--- config.mk ---
export PLATFORM = sky130hd
export DESIGN_NAME = shell_top
export DESIGN_NICKNAME = d
export VERILOG_FILES = /design/src/logic/shell_pkg.sv /design/src/logic/shell_cfg_if.sv /design/src/logic/apb_reg_decode.sv /design/src/logic/blank_window.sv /design/src/logic/video_result.sv /design/src/logic/i2s_serializer.sv /design/src/logic/shell_top.sv
export SDC_FILE = /design/constraint.sdc
export NUM_CORES = 1
export LEC_CHECK = 0
export BUFFER_PORTS_ARGS = -buffer_cell sky130_fd_sc_hd__buf_4
export CORE_MARGIN = 2
export CORE_UTILIZATION = 62
export CTS_BUF_LIST = sky130_fd_sc_hd__clkbuf_4 sky130_fd_sc_hd__clkbuf_8 sky130_fd_sc_hd__clkbuf_16
export CTS_CLUSTER_DIAMETER = 50
export CTS_CLUSTER_SIZE = 16
export DETAILED_ROUTE_END_ITERATION = 7
export GPL_TIMING_DRIVEN = 0
export MAX_ROUTING_LAYER = met4
export PLACE_DENSITY = 0.85
export SYNTH_ARGS = -nofsm -noshare
export SYNTH_HDL_FRONTEND = slang
export SYNTH_HIERARCHICAL = 1
export SYNTH_SLANG_ARGS = --single-unit
--- constraint.sdc ---
create_clock -name clk_sys -period 3.9 [get_ports clk_sys]
set_input_delay 0.585 -clock clk_sys [delete_from_list [all_inputs] [get_ports clk_sys]]
set_output_delay 0.585 -clock clk_sys [all_outputs]
set_load 0.01 [all_outputs]
--- src/logic/shell_pkg.sv ---
////////////////////
// video and audio output shell definitions
// bus widths, register map, reset defaults
////////////////////

`default_nettype none

package shell_pkg;

    ////////////////////
    // vector types

    // apb byte address and data word
    typedef logic [11:0] apb_addr_t;
    typedef logic [31:0] apb_data_t;
    // pixel and line counts, also the window bounds
    typedef logic [10:0] count_t;
    // one palette entry
    typedef logic [7:0]  grey_t;
    // {white, black} from the game core
    typedef logic [1:0]  colour_code_t;
    typedef logic [15:0] sample_t;
    typedef logic [23:0] rgb_t;

    ////////////////////
    // register map

    localparam apb_addr_t REG_ID      = 12'h000;
    localparam apb_addr_t REG_PALETTE = 12'h004;
    localparam apb_addr_t REG_HWIN    = 12'h008;
    localparam apb_addr_t REG_VWIN    = 12'h00C;
    localparam apb_addr_t REG_FRAMES  = 12'h010;

    localparam apb_data_t SHELL_ID    = 32'h444D4E31;

    ////////////////////
    // reset defaults

    // entry n sits in byte n
    localparam apb_data_t PALETTE_RST = 32'hFF865000;
    localparam count_t    H_START_RST = 11'd6;
    localparam count_t    H_END_RST   = 11'd326;
    localparam count_t    V_START_RST = 11'd0;
    localparam count_t    V_END_RST   = 11'd241;

    // i2s channel, lrck low is left
    typedef enum logic {
        I2S_LEFT  = 1'b0,
        I2S_RIGHT = 1'b1
    } i2s_state_e;

endpackage

`default_nettype wire

--- src/logic/shell_cfg_if.sv ---
////////////////////
// configuration bundle from the register block
// to the window and video stages, frame status back
////////////////////

`timescale 1ns/100ps
`default_nettype none

interface shell_cfg_if;

    // grey levels, index is the colour code
    shell_pkg::grey_t [3:0] palette;
    // horizontal window bounds in pixels
    shell_pkg::count_t      h_start;
    shell_pkg::count_t      h_end;
    // vertical window bounds in lines
    shell_pkg::count_t      v_start;
    shell_pkg::count_t      v_end;
    // one cycle per closed vertical window
    logic                   frame_tick;

    // register block side
    modport decode (
        output palette, h_start, h_end, v_start, v_end,
        input  frame_tick
    );

    // window counters
    modport window (
        input  h_start, h_end, v_start, v_end,
        output frame_tick
    );

    // palette lookup
    modport video (
        input  palette
    );

endinterface

`default_nettype wire

--- src/logic/apb_reg_decode.sv ---
////////////////////
// apb slave for the shell registers
// palette, window bounds, id word, frame counter
////////////////////

`timescale 1ns/100ps
`default_nettype none

module apb_reg_decode (
    input  wire                        clk_sys,
    input  wire                        rst_n,
    input  wire                        psel,
    input  wire                        penable,
    input  wire                        pwrite,
    input  wire shell_pkg::apb_addr_t  paddr,
    input  wire shell_pkg::apb_data_t  pwdata,
    output shell_pkg::apb_data_t       prdata,
    output logic                       pready,
    output logic                       pslverr,
    shell_cfg_if.decode                cfg
);

    logic                 setup;
    logic                 wr_en;
    logic                 addr_ok;
    logic                 ro_hit;
    shell_pkg::apb_data_t rd_mux;
    shell_pkg::apb_data_t palette_q;
    shell_pkg::apb_data_t frames_q;
    shell_pkg::count_t    h_start_q;
    shell_pkg::count_t    h_end_q;
    shell_pkg::count_t    v_start_q;
    shell_pkg::count_t    v_end_q;

    // no wait states
    assign pready = 1'b1;

    // setup phase, read data and error get latched here
    assign setup  = psel & ~penable;
    // id and frames are read only
    assign ro_hit = (paddr == shell_pkg::REG_ID) || (paddr == shell_pkg::REG_FRAMES);
    // write lands at the end of the access cycle
    assign wr_en  = psel & penable & pwrite & addr_ok & ~ro_hit;

    ////////////////////
    // address decode

    always_comb begin
        addr_ok = 1'b1;
        rd_mux  = '0;
        case (paddr)
            shell_pkg::REG_ID:      rd_mux = shell_pkg::SHELL_ID;
            shell_pkg::REG_PALETTE: rd_mux = palette_q;
            // end in 26:16, start in 10:0
            shell_pkg::REG_HWIN:    rd_mux = {5'd0, h_end_q, 5'd0, h_start_q};
            shell_pkg::REG_VWIN:    rd_mux = {5'd0, v_end_q, 5'd0, v_start_q};
            shell_pkg::REG_FRAMES:  rd_mux = frames_q;
            default:                addr_ok = 1'b0;
        endcase
    end

    // response for the following access cycle, cleared otherwise
    always_ff @(posedge clk_sys or negedge rst_n) begin
        if (!rst_n) begin
            prdata  <= '0;
            pslverr <= 1'b0;
        end else if (setup) begin
            prdata  <= pwrite ? '0 : rd_mux;
            pslverr <= ~addr_ok | (pwrite & ro_hit);
        end else begin
            prdata  <= '0;
            pslverr <= 1'b0;
        end
    end

    ////////////////////
    // config registers

    always_ff @(posedge clk_sys or negedge rst_n) begin
        if (!rst_n) begin
            palette_q <= shell_pkg::PALETTE_RST;
            h_start_q <= shell_pkg::H_START_RST;
            h_end_q   <= shell_pkg::H_END_RST;
            v_start_q <= shell_pkg::V_START_RST;
            v_end_q   <= shell_pkg::V_END_RST;
        end else if (wr_en) begin
            if (paddr == shell_pkg::REG_PALETTE) begin
                palette_q <= pwdata;
            end
            if (paddr == shell_pkg::REG_HWIN) begin
                h_end_q   <= pwdata[26:16];
                h_start_q <= pwdata[10:0];
            end
            if (paddr == shell_pkg::REG_VWIN) begin
                v_end_q   <= pwdata[26:16];
                v_start_q <= pwdata[10:0];
            end
        end
    end

    // closed vertical windows, wraps at 32 bits
    always_ff @(posedge clk_sys or negedge rst_n) begin
        if (!rst_n) begin
            frames_q <= '0;
        end else if (cfg.frame_tick) begin
            frames_q <= frames_q + 32'd1;
        end
    end

    assign cfg.palette = palette_q;
    assign cfg.h_start = h_start_q;
    assign cfg.h_end   = h_end_q;
    assign cfg.v_start = v_start_q;
    assign cfg.v_end   = v_end_q;

endmodule

`default_nettype wire

--- src/logic/blank_window.sv ---
////////////////////
// active window rebuild
// counts pixels and lines from the end of source blanking
////////////////////

`timescale 1ns/100ps
`default_nettype none

module blank_window (
    input  wire         clk_sys,
    input  wire         rst_n,
    input  wire         pix_ce,
    input  wire         src_hblank,
    input  wire         src_vblank,
    shell_cfg_if.window cfg,
    output logic        window_hblank,
    output logic        window_vblank
);

    logic              hbl_prev;
    logic              vbl_prev;
    logic              line_start;
    logic              vbl_close;
    shell_pkg::count_t pix_cnt;
    shell_pkg::count_t line_cnt;

    // hblank fell since the last pixel
    assign line_start = hbl_prev & ~src_hblank;
    // window vblank about to set
    assign vbl_close  = (line_cnt == cfg.v_end) & ~window_vblank;

    ////////////////////
    // counters

    always_ff @(posedge clk_sys or negedge rst_n) begin
        if (!rst_n) begin
            hbl_prev <= 1'b0;
            vbl_prev <= 1'b0;
            pix_cnt  <= '0;
            line_cnt <= '0;
        end else if (pix_ce) begin
            hbl_prev <= src_hblank;
            pix_cnt  <= pix_cnt + 11'd1;
            if (line_start) begin
                pix_cnt  <= '0;
                // vblank edge only looked at once per line
                vbl_prev <= src_vblank;
                line_cnt <= line_cnt + 11'd1;
                if (vbl_prev & ~src_vblank) begin
                    line_cnt <= '0;
                end
            end
        end
    end

    ////////////////////
    // window flags

    // end bound wins if both match
    always_ff @(posedge clk_sys or negedge rst_n) begin
        if (!rst_n) begin
            window_hblank  <= 1'b1;
            window_vblank  <= 1'b1;
            cfg.frame_tick <= 1'b0;
        end else begin
            cfg.frame_tick <= pix_ce & vbl_close;
            if (pix_ce) begin
                if (pix_cnt == cfg.h_start)  window_hblank <= 1'b0;
                if (pix_cnt == cfg.h_end)    window_hblank <= 1'b1;
                if (line_cnt == cfg.v_start) window_vblank <= 1'b0;
                if (line_cnt == cfg.v_end)   window_vblank <= 1'b1;
            end
        end
    end

endmodule

`default_nettype wire

--- src/logic/video_result.sv ---
////////////////////
// video output stage
// grey palette to rgb, data enable, sync pulses
////////////////////

`timescale 1ns/100ps
`default_nettype none

module video_result (
    input  wire                clk_sys,
    input  wire                rst_n,
    input  wire                video_white,
    input  wire                video_black,
    input  wire                src_hs,
    input  wire                src_vs,
    input  wire                window_hblank,
    input  wire                window_vblank,
    shell_cfg_if.video         cfg,
    output shell_pkg::rgb_t    video_rgb,
    output logic               video_de,
    output logic               video_hs,
    output logic               video_vs
);

    shell_pkg::colour_code_t code;
    shell_pkg::grey_t        grey;
    logic                    active;
    logic                    hs_prev;
    logic                    vs_prev;

    // white is the upper bit
    assign code   = {video_white, video_black};
    assign grey   = cfg.palette[code];
    assign active = ~(window_hblank | window_vblank);

    ////////////////////
    // pixel register

    always_ff @(posedge clk_sys or negedge rst_n) begin
        if (!rst_n) begin
            video_de  <= 1'b0;
            video_rgb <= '0;
        end else begin
            video_de  <= active;
            // same grey on all three channels
            video_rgb <= active ? {3{grey}} : '0;
        end
    end

    ////////////////////
    // sync edges

    // single cycle pulse per rising edge
    always_ff @(posedge clk_sys or negedge rst_n) begin
        if (!rst_n) begin
            hs_prev  <= 1'b0;
            vs_prev  <= 1'b0;
            video_hs <= 1'b0;
            video_vs <= 1'b0;
        end else begin
            hs_prev  <= src_hs;
            vs_prev  <= src_vs;
            video_hs <= src_hs & ~hs_prev;
            video_vs <= src_vs & ~vs_prev;
        end
    end

endmodule

`default_nettype wire

--- src/logic/i2s_serializer.sv ---
////////////////////
// i2s audio serializer
// sclk from clk_sys, 32 slots per channel,
// 16 sample bits msb first then zeros
////////////////////

`timescale 1ns/100ps
`default_nettype none

module i2s_serializer #(
    parameter int SCLK_DIV = 4
) (
    input  wire                   clk_sys,
    input  wire                   rst_n,
    input  wire shell_pkg::sample_t audio_sample,
    output logic                  i2s_sclk,
    output logic                  i2s_lrck,
    output logic                  i2s_dac
);

    // clk_sys cycles per sclk half period
    localparam int HALF  = SCLK_DIV / 2;
    localparam int DIV_W = (HALF > 1) ? $clog2(HALF) : 1;

    logic [DIV_W-1:0]      div_cnt;
    logic                  half_done;
    logic                  sclk_fall;
    logic                  chan_end;
    logic [4:0]            slot;
    shell_pkg::i2s_state_e chan;
    shell_pkg::sample_t    sample_q;
    shell_pkg::sample_t    shift_q;

    assign half_done = (div_cnt == DIV_W'(HALF - 1));
    // high half ends here, outputs move on this edge
    assign sclk_fall = half_done & i2s_sclk;
    assign chan_end  = sclk_fall & (slot == 5'd31);
    // lrck high on the right channel
    assign i2s_lrck  = (chan == shell_pkg::I2S_RIGHT);

    ////////////////////
    // sclk divider

    always_ff @(posedge clk_sys or negedge rst_n) begin
        if (!rst_n) begin
            div_cnt  <= '0;
            i2s_sclk <= 1'b0;
        end else if (half_done) begin
            div_cnt  <= '0;
            i2s_sclk <= ~i2s_sclk;
        end else begin
            div_cnt  <= div_cnt + 1'b1;
        end
    end

    // sample held for the right channel
    always_ff @(posedge clk_sys) begin
        if (chan_end && chan == shell_pkg::I2S_RIGHT) begin
            sample_q <= audio_sample;
        end
    end

    ////////////////////
    // slots and shifter

    // msb goes out in the same slot as the lrck change
    always_ff @(posedge clk_sys or negedge rst_n) begin
        if (!rst_n) begin
            slot    <= '0;
            chan    <= shell_pkg::I2S_RIGHT;
            shift_q <= '0;
            i2s_dac <= 1'b0;
        end else if (sclk_fall) begin
            slot <= slot + 5'd1;
            if (chan_end) begin
                if (chan == shell_pkg::I2S_RIGHT) begin
                    // new left channel, take a fresh sample
                    chan    <= shell_pkg::I2S_LEFT;
                    i2s_dac <= audio_sample[15];
                    shift_q <= {audio_sample[14:0], 1'b0};
                end else begin
                    chan    <= shell_pkg::I2S_RIGHT;
                    i2s_dac <= sample_q[15];
                    shift_q <= {sample_q[14:0], 1'b0};
                end
            end else begin
                // zeros shift in, slots 16..31 come out low
                i2s_dac <= shift_q[15];
                shift_q <= {shift_q[14:0], 1'b0};
            end
        end
    end

endmodule

`default_nettype wire

--- src/logic/shell_top.sv ---
////////////////////
// arcade output shell top
// apb registers, window rebuild, video out, i2s out
////////////////////

`timescale 1ns/100ps
`default_nettype none

module shell_top #(
    parameter int SCLK_DIV = 4
) (
    input  wire                       clk_sys,
    input  wire                       rst_n,
    // apb slave
    input  wire                       psel,
    input  wire                       penable,
    input  wire                       pwrite,
    input  wire shell_pkg::apb_addr_t paddr,
    input  wire shell_pkg::apb_data_t pwdata,
    output wire shell_pkg::apb_data_t prdata,
    output wire                       pready,
    output wire                       pslverr,
    // raw game core video
    input  wire                       pix_ce,
    input  wire                       video_white,
    input  wire                       video_black,
    input  wire                       src_hblank,
    input  wire                       src_vblank,
    input  wire                       src_hs,
    input  wire                       src_vs,
    input  wire shell_pkg::sample_t   audio_sample,
    // scaler side
    output wire shell_pkg::rgb_t      video_rgb,
    output wire                       video_de,
    output wire                       video_hs,
    output wire                       video_vs,
    output wire                       i2s_sclk,
    output wire                       i2s_lrck,
    output wire                       i2s_dac
);

    wire window_hblank;
    wire window_vblank;

    shell_cfg_if cfg_if ();

    ////////////////////
    // control path

    apb_reg_decode i_decode (
        .clk_sys (clk_sys),
        .rst_n   (rst_n),
        .psel    (psel),
        .penable (penable),
        .pwrite  (pwrite),
        .paddr   (paddr),
        .pwdata  (pwdata),
        .prdata  (prdata),
        .pready  (pready),
        .pslverr (pslverr),
        .cfg     (cfg_if)
    );

    ////////////////////
    // video path

    blank_window i_execute (
        .clk_sys       (clk_sys),
        .rst_n         (rst_n),
        .pix_ce        (pix_ce),
        .src_hblank    (src_hblank),
        .src_vblank    (src_vblank),
        .cfg           (cfg_if),
        .window_hblank (window_hblank),
        .window_vblank (window_vblank)
    );

    video_result i_result (
        .clk_sys       (clk_sys),
        .rst_n         (rst_n),
        .video_white   (video_white),
        .video_black   (video_black),
        .src_hs        (src_hs),
        .src_vs        (src_vs),
        .window_hblank (window_hblank),
        .window_vblank (window_vblank),
        .cfg           (cfg_if),
        .video_rgb     (video_rgb),
        .video_de      (video_de),
        .video_hs      (video_hs),
        .video_vs      (video_vs)
    );

    // audio out
    i2s_serializer #(
        .SCLK_DIV (SCLK_DIV)
    ) i_i2s (
        .clk_sys      (clk_sys),
        .rst_n        (rst_n),
        .audio_sample (audio_sample),
        .i2s_sclk     (i2s_sclk),
        .i2s_lrck     (i2s_lrck),
        .i2s_dac      (i2s_dac)
    );

endmodule

`default_nettype wire

==> results of run 1 <==
layout make-up:
type	count	area, um^2	share of cell area
Clock inverter	11	106	0.00862
Tap cell	220	275	0.0223
Sequential cell	221	5640	0.457
Multi-Input combinational cell	556	4290	0.348
Timing Repair Buffer	132	1020	0.0825
Inverter	10	37.5	0.00304
Buffer	68	392	0.0317
Clock buffer	26	576	0.0466
routing by layer:
layer | GRT usage | vias to the layer above | share of wire
met1 | 0.424 | 3808 | 0.42
met4 | 0.0697 | 0 | 0.023
met5 | - | - | 0
met2 | 0.452 | 414 | 0.47
met3 | 0.0529 | 55 | 0.093
li1 | - | 3336 | -
sequential cells by signal, indices dropped and copies added, names as in the netlist, 5 cells and up:
register / count
i_execute/line_cnt: 11
i_decode/cfg.h_start: 11
i_decode/cfg.v_end: 11
i_decode/prdata: 32
i_decode/cfg.v_start: 11
i_i2s/sample_q: 16
i_i2s/shift_q: 15
i_decode/frames_q: 32
i_decode/cfg.h_end: 11
i_result/video_rgb: 8
i_execute/pix_cnt: 11
i_decode/cfg.palette: 32
i_i2s/slot: 5
synthesized netlist by cell type (all sizes together), types with 2 or more instances:
cell type and n:
a22oi 19, clkbuf 25, and4 5, mux2i 43
a21oi 22, o22ai 14, ha 5, nor2b 4
nand4b 4, nand2 49, xnor2 77, inv 9
and2 2, o31ai 4, and3 10, mux2 92
nor3 16, or3 4, o211ai 4, a211oi 22
nand3 23, nand2b 4, o21ai 7, nor2 49
or4 2, buf 43, edfxtp 16, a21o 15
xor2 18, dfstp 27, dfrtp 178, nand4 27
nor4 9
report_power, final:
group          switching (uW)  total (uW)  leakage, uW  internal (uW)
combinational             268         474      0.00252            205
sequential               93.7        2490      0.00285           2400
clock                     893        2030     0.000333           1130
total                    1250        4990      0.00570           3740
critical path, cell delays in order, from the launching register on:
cell and delay, ns:
dfrtp_1 0.32, clkbuf_1 0.25, nand4_1 0.34, nor3_1 0.97
nand4b_1 0.25, xnor2_1 0.20
through the flow:
step	area (um^2)	hold WS (ns)
global placement	11600	0.381
global route	12300	0.175
detailed placement	11600	0.391
CTS	12300	0.157
finish	12300	0.109
floorplan	10400	0.289
how the worst max path moves through the flow:
stage,slack [ns],to,start,depth (start not counted)
after CTS,1.35,i_decode/frames_q[30],i_decode/frames_q[4],5
final,1.44,i_decode/frames_q[21],i_decode/frames_q[4],5
after global routing,1.26,i_decode/frames_q[29],i_decode/frames_q[4],5
after detailed placement,1.05,i_decode/cfg.palette[6],paddr[7],6
after floorplan,1.67,i_decode/cfg.v_end[1],paddr[7],6
after global placement,0.88,i_result/hs_prev,rst_n,1
logic make-up (layout without fill, tap and decap cells):
logic type,Yosys count,after routing,synth area share
other,1,1,0.000362
and+or+nand+nor,212,212,0.108
buffers and inverters,78,247,0.0414
DFF,221,221,0.545
AOI/OAI and AO/OA,108,108,0.0696
adders and majority gates,5,5,0.00604
muxes,135,135,0.149
xor gates and xnor gates,95,95,0.0803
==> flow_summary.yaml, run 1 <==
synth:
  ys.flop_type: "dfrtp_1"
  yosys_warnings: 6
  ys_top_cells_by_area: "dfrtp_1, mux2_2, dfstp_2"
  yosysUniqueCellTypes: 52
  async_reset_ff_frac: 0.928
  synth_nets: 932
  yosys_register_bits: 221
  synthCells: 855
  synth_top_area_share: 0.430
  seq_area_frac_synth: 0.545
  syn_area_mm2: 0.0104
  yosys.area.top_type: "dfrtp_1"
  synth_edf_count: 16
  avgSynthCellArea_um2: 12.1
placed_design:
  post-place-ws_ns: 1.05
  place.port_buffers: 131
  dp_hpwl_um: 18300
  dp.cells: 1207
  gp_congestion: 0.978
clocking:
  tritoncts: "built"
  cts_resized: 0
  cts_made_buffers: 21
  cts.sinks: 221
  cts_hold_buffers: 0
  clk-insertion-delay-late_ns: 0.49
  clockBufferDepth: 3
  postCtsSetupRepairBufs: 0
  htree_levels: 1
  clk_pin_slew_ns: 0.06
  clock-root-buffer: "clkbuf_16"
route:
  via_per_inst: 6.12
  drc_errors: 0
  first_pass_iters: 5
  drt_iter0_drc: 680
  post_drt_wl_per_cell_um: 20.5
  wirelength_um: 25500
  vias: 7613
  drtAntennaViolNets: 0
timing:
  max_slew_margin: 0.213
  finalHoldViolations: 0
  min_period_ns: 2.46
  maxSlewViolCount: 0
  worst_slack_ns: 1.44
  fmax_mhz: 407
  max_slew.worst_pin.slew_ns: 1.17
  grt_setup_unrepaired: "false"
  setup_violations: 0
  setup_tns_ns: 0
  fin_skew_ns: 0.00712
  fin_crit_sh: 0.631
job:
  drv_cap: 0
critical_path:
  critPathArrivalTime_ns: 2.83
  r2r_setup_slack_ns: 1.44
  r2r-end: "i_decode/frames_q[21]"
  crit_type: "flip-flop to flip-flop"
  reg2reg_from: "i_decode/frames_q[4]"
  cp.required_ns: 4.27
  cp_max_fo: 7
  startpoint_type: "flip-flop"
  reg2reg_depth: 5
  crit_path_end_kind: "flip-flop"
cells_and_area:
  fillers: 1073
  nNetsFinal: 1087
  diodes: 0
  layout.cells.most_common_list: "dfrtp_1, buf_4, xnor2_1"
  area_growth_pct: 19.1
  drive_above_1_share: 0.325
  final_common_cell: "dfrtp_1"
  fin_util: 0.749
  final_cells: 1244
grt:
  grt_pass1_wl_um: 40200
  grt_pass1_vias: 7242
  overflow: 0
  globalRouteTotalUtil: 0.298
  antenna_found_initial: 0
  grt_start_max_net_pins: 105
die:
  io_pins: 136
  dieArea_mm2: 0.0178
  design.core.area_mm2: 0.0165
  dieWidth_um: 133
  fp.dieH_um: 133
  rows: 47
  start_util: 0.629
power_and_ir_drop:
  leakage_uw: 0.00570
  power_uw: 4990
  pwr_density_cell_mw_per_mm2: 405
  ir_drop_uv: 349
min_path:
  hold_path_class: "primary input to asynchronous set/reset pin"
run_status:
  status: "finished clean"
Note: power is estimated with default switching activity, not from simulation.
==> run 2: changes to the inputs <==
Settings changed: CORE_UTILIZATION 62 to 58, PLACE_DENSITY 0.85 to 0.8.
Clock period 3.9 ns to 2.3 ns, I/O delays scaled along.
==> flow_summary.yaml, run 2 (synthesized netlist as in run 1, its figures left out) <==
route:
  dr_wl_met3_um: 2210
  routed.top_layer: "met4"
  post_drt_wl_per_cell_um: 20.8
  met2WireLength_um: 12500
  drt_iter0_drc: 907
  via_per_inst: 5.99
  routedLengthMet1_um: 10800
  drc_errors: 0
  drtAntennaViolNets: 0
  first_pass_iters: 5
  vias: 7547
  wirelength_um: 26200
min_path:
  min_from: "audio_sample[2]"
  holdPathEnd: "i_i2s/sample_q[2]"
  whs_path_depth: 1
  hold_path_class: "primary input to flip-flop"
cells_and_area:
  layout.cells.most_common_list: "dfrtp_1, buf_4, xnor2_1"
  finish.instance_area_mm2: 0.0126
  drive_above_1_share: 0.331
  area_growth_pct: 21.7
  final_common_cell: "dfrtp_1"
  diodes: 0
  nNetsFinal: 1094
  final_cells: 1260
  fin_util: 0.726
clocking:
  clk-insertion-delay-late_ns: 0.52
  cts.sinks: 221
  clock-root-buffer: "clkbuf_16"
  clk_pin_slew_ns: 0.07
  cts_made_buffers: 24
  tritoncts: "built"
  htree_levels: 1
  clockBufferDepth: 3
  postCtsSetupRepairBufs: 0
timing:
  fin_crit_sh: 0.946
  grt_setup_unrepaired: "true"
  min_period_ns: 2.17
  fmax_mhz: 460
  max_slew.worst_pin.slew_ns: 0.808
  setup_tns_ns: 0
  finalHoldViolations: 0
  maxSlewViolCount: 0
  setup_violations: 0
  fin_skew_ns: 0.0132
  max_slew_margin: 0.461
critical_path:
  cp.required_ns: 2.50
  crit_type: "flip-flop to flip-flop"
  reg2reg_from: "i_i2s/slot[0]"
  r2r_setup_slack_ns: 0.13
  reg2reg_depth: 5
  critPathArrivalTime_ns: 2.38
  r2r-end: "i_i2s/sample_q[1]"
  crit_path_end_kind: "flip-flop"
  cp_max_fo: 16
  startpoint_type: "flip-flop"
die:
  fp.dieH_um: 138
  io_pins: 136
  rows: 48
  dieWidth_um: 138
  dieArea_mm2: 0.0189
  design.core.area_mm2: 0.0174
  start_util: 0.597
placed_design:
  gp_congestion: 0.926
  dp_hpwl_um: 18500
  place.port_buffers: 131
  dp.cells: 1212
  placed_cell_area_mm2: 0.0117
grt:
  grt_start_max_net_pins: 107
  grt_pass1_wl_um: 40800
  globalRouteTotalUtil: 0.291
  grt_pass1_vias: 7408
  antenna_found_initial: 0
  overflow: 0
power_and_ir_drop:
  power_uw: 9140
  ir_drop_uv: 532
  leakage_uw: 0.00584
  pwr_density_cell_mw_per_mm2: 725
run_status:
  status: "finished clean"
job:
  drv_cap: 0
## run 2: area by class of cell
| class | instances | area (um^2) |
|---|---|---|
| fillers | 1195 | 4760 |
| plain buffers | 68 | 392 |
| well taps | 225 | 282 |
| clock buffers | 30 | 687 |
| inverters | 10 | 37.5 |
| flip-flops and latches | 221 | 5640 |
| multi-input cells | 556 | 4320 |
| clock inverters | 14 | 178 |
| repair buffers | 136 | 1060 |
## run 2: worst max-delay path by stage
| stage | from | endpoint | slack, ns | cells past startpoint |
|---|---|---|---|---|
| floorplan | i_i2s/slot[0] | i_i2s/sample_q[0] | 0.27 | 5 |
| global placement | rst_n | i_result/video_vs | -0.49 | 1 |
| detailed placement | paddr[7] | i_decode/cfg.palette[13] | -0.31 | 6 |
| CTS | i_i2s/slot[0] | i_i2s/sample_q[11] | 0.01 | 5 |
| global route | i_decode/frames_q[4] | i_decode/frames_q[28] | -0.02 | 5 |
| finish | i_i2s/slot[0] | i_i2s/sample_q[1] | 0.13 | 5 |
## run 2: timing repair
item / CTS / global route
setup endpoints to repair: 23 / 26
endpoints found under the hold margin: 85 / 0
gates resized for setup: 3 / 4
hold buffers: 4 / 0
## run 2: metal layers
| metal | global-route usage | up-vias |
|---|---|---|
| met5 | - | - |
| met3 | 0.0401 | 53 |
| li1 | - | 3362 |
| met2 | 0.457 | 377 |
| met4 | 0.0819 | 0 |
| met1 | 0.401 | 3755 |
## run 2: per-stage QoR
stage,hold WS [ns],setup slack [ns]
3_5_place_dp,0.391,-0.312
5_1_grt,0.000573,-0.0189
4_1_cts,0.000761,0.0109
3_3_place_gp,0.385,-0.493
2_1_floorplan,0.0494,0.267
6_report,0.0140,0.125
## run 2: report_power, final
part | switching [uW] | internal [uW] | leakage, uW
sequential | 152 | 4070 | 0.00285
combinational | 448 | 353 | 0.00257
clock | 1700 | 2410 | 0.000421
## run 2: worst max-delay path, stage by stage, from the launching register on
cell and delay [ns]:
dfrtp_1 0.39, ha_1 0.18, and3_1 0.15, ha_1 0.26, clkbuf_1 0.43, and3_4 0.45
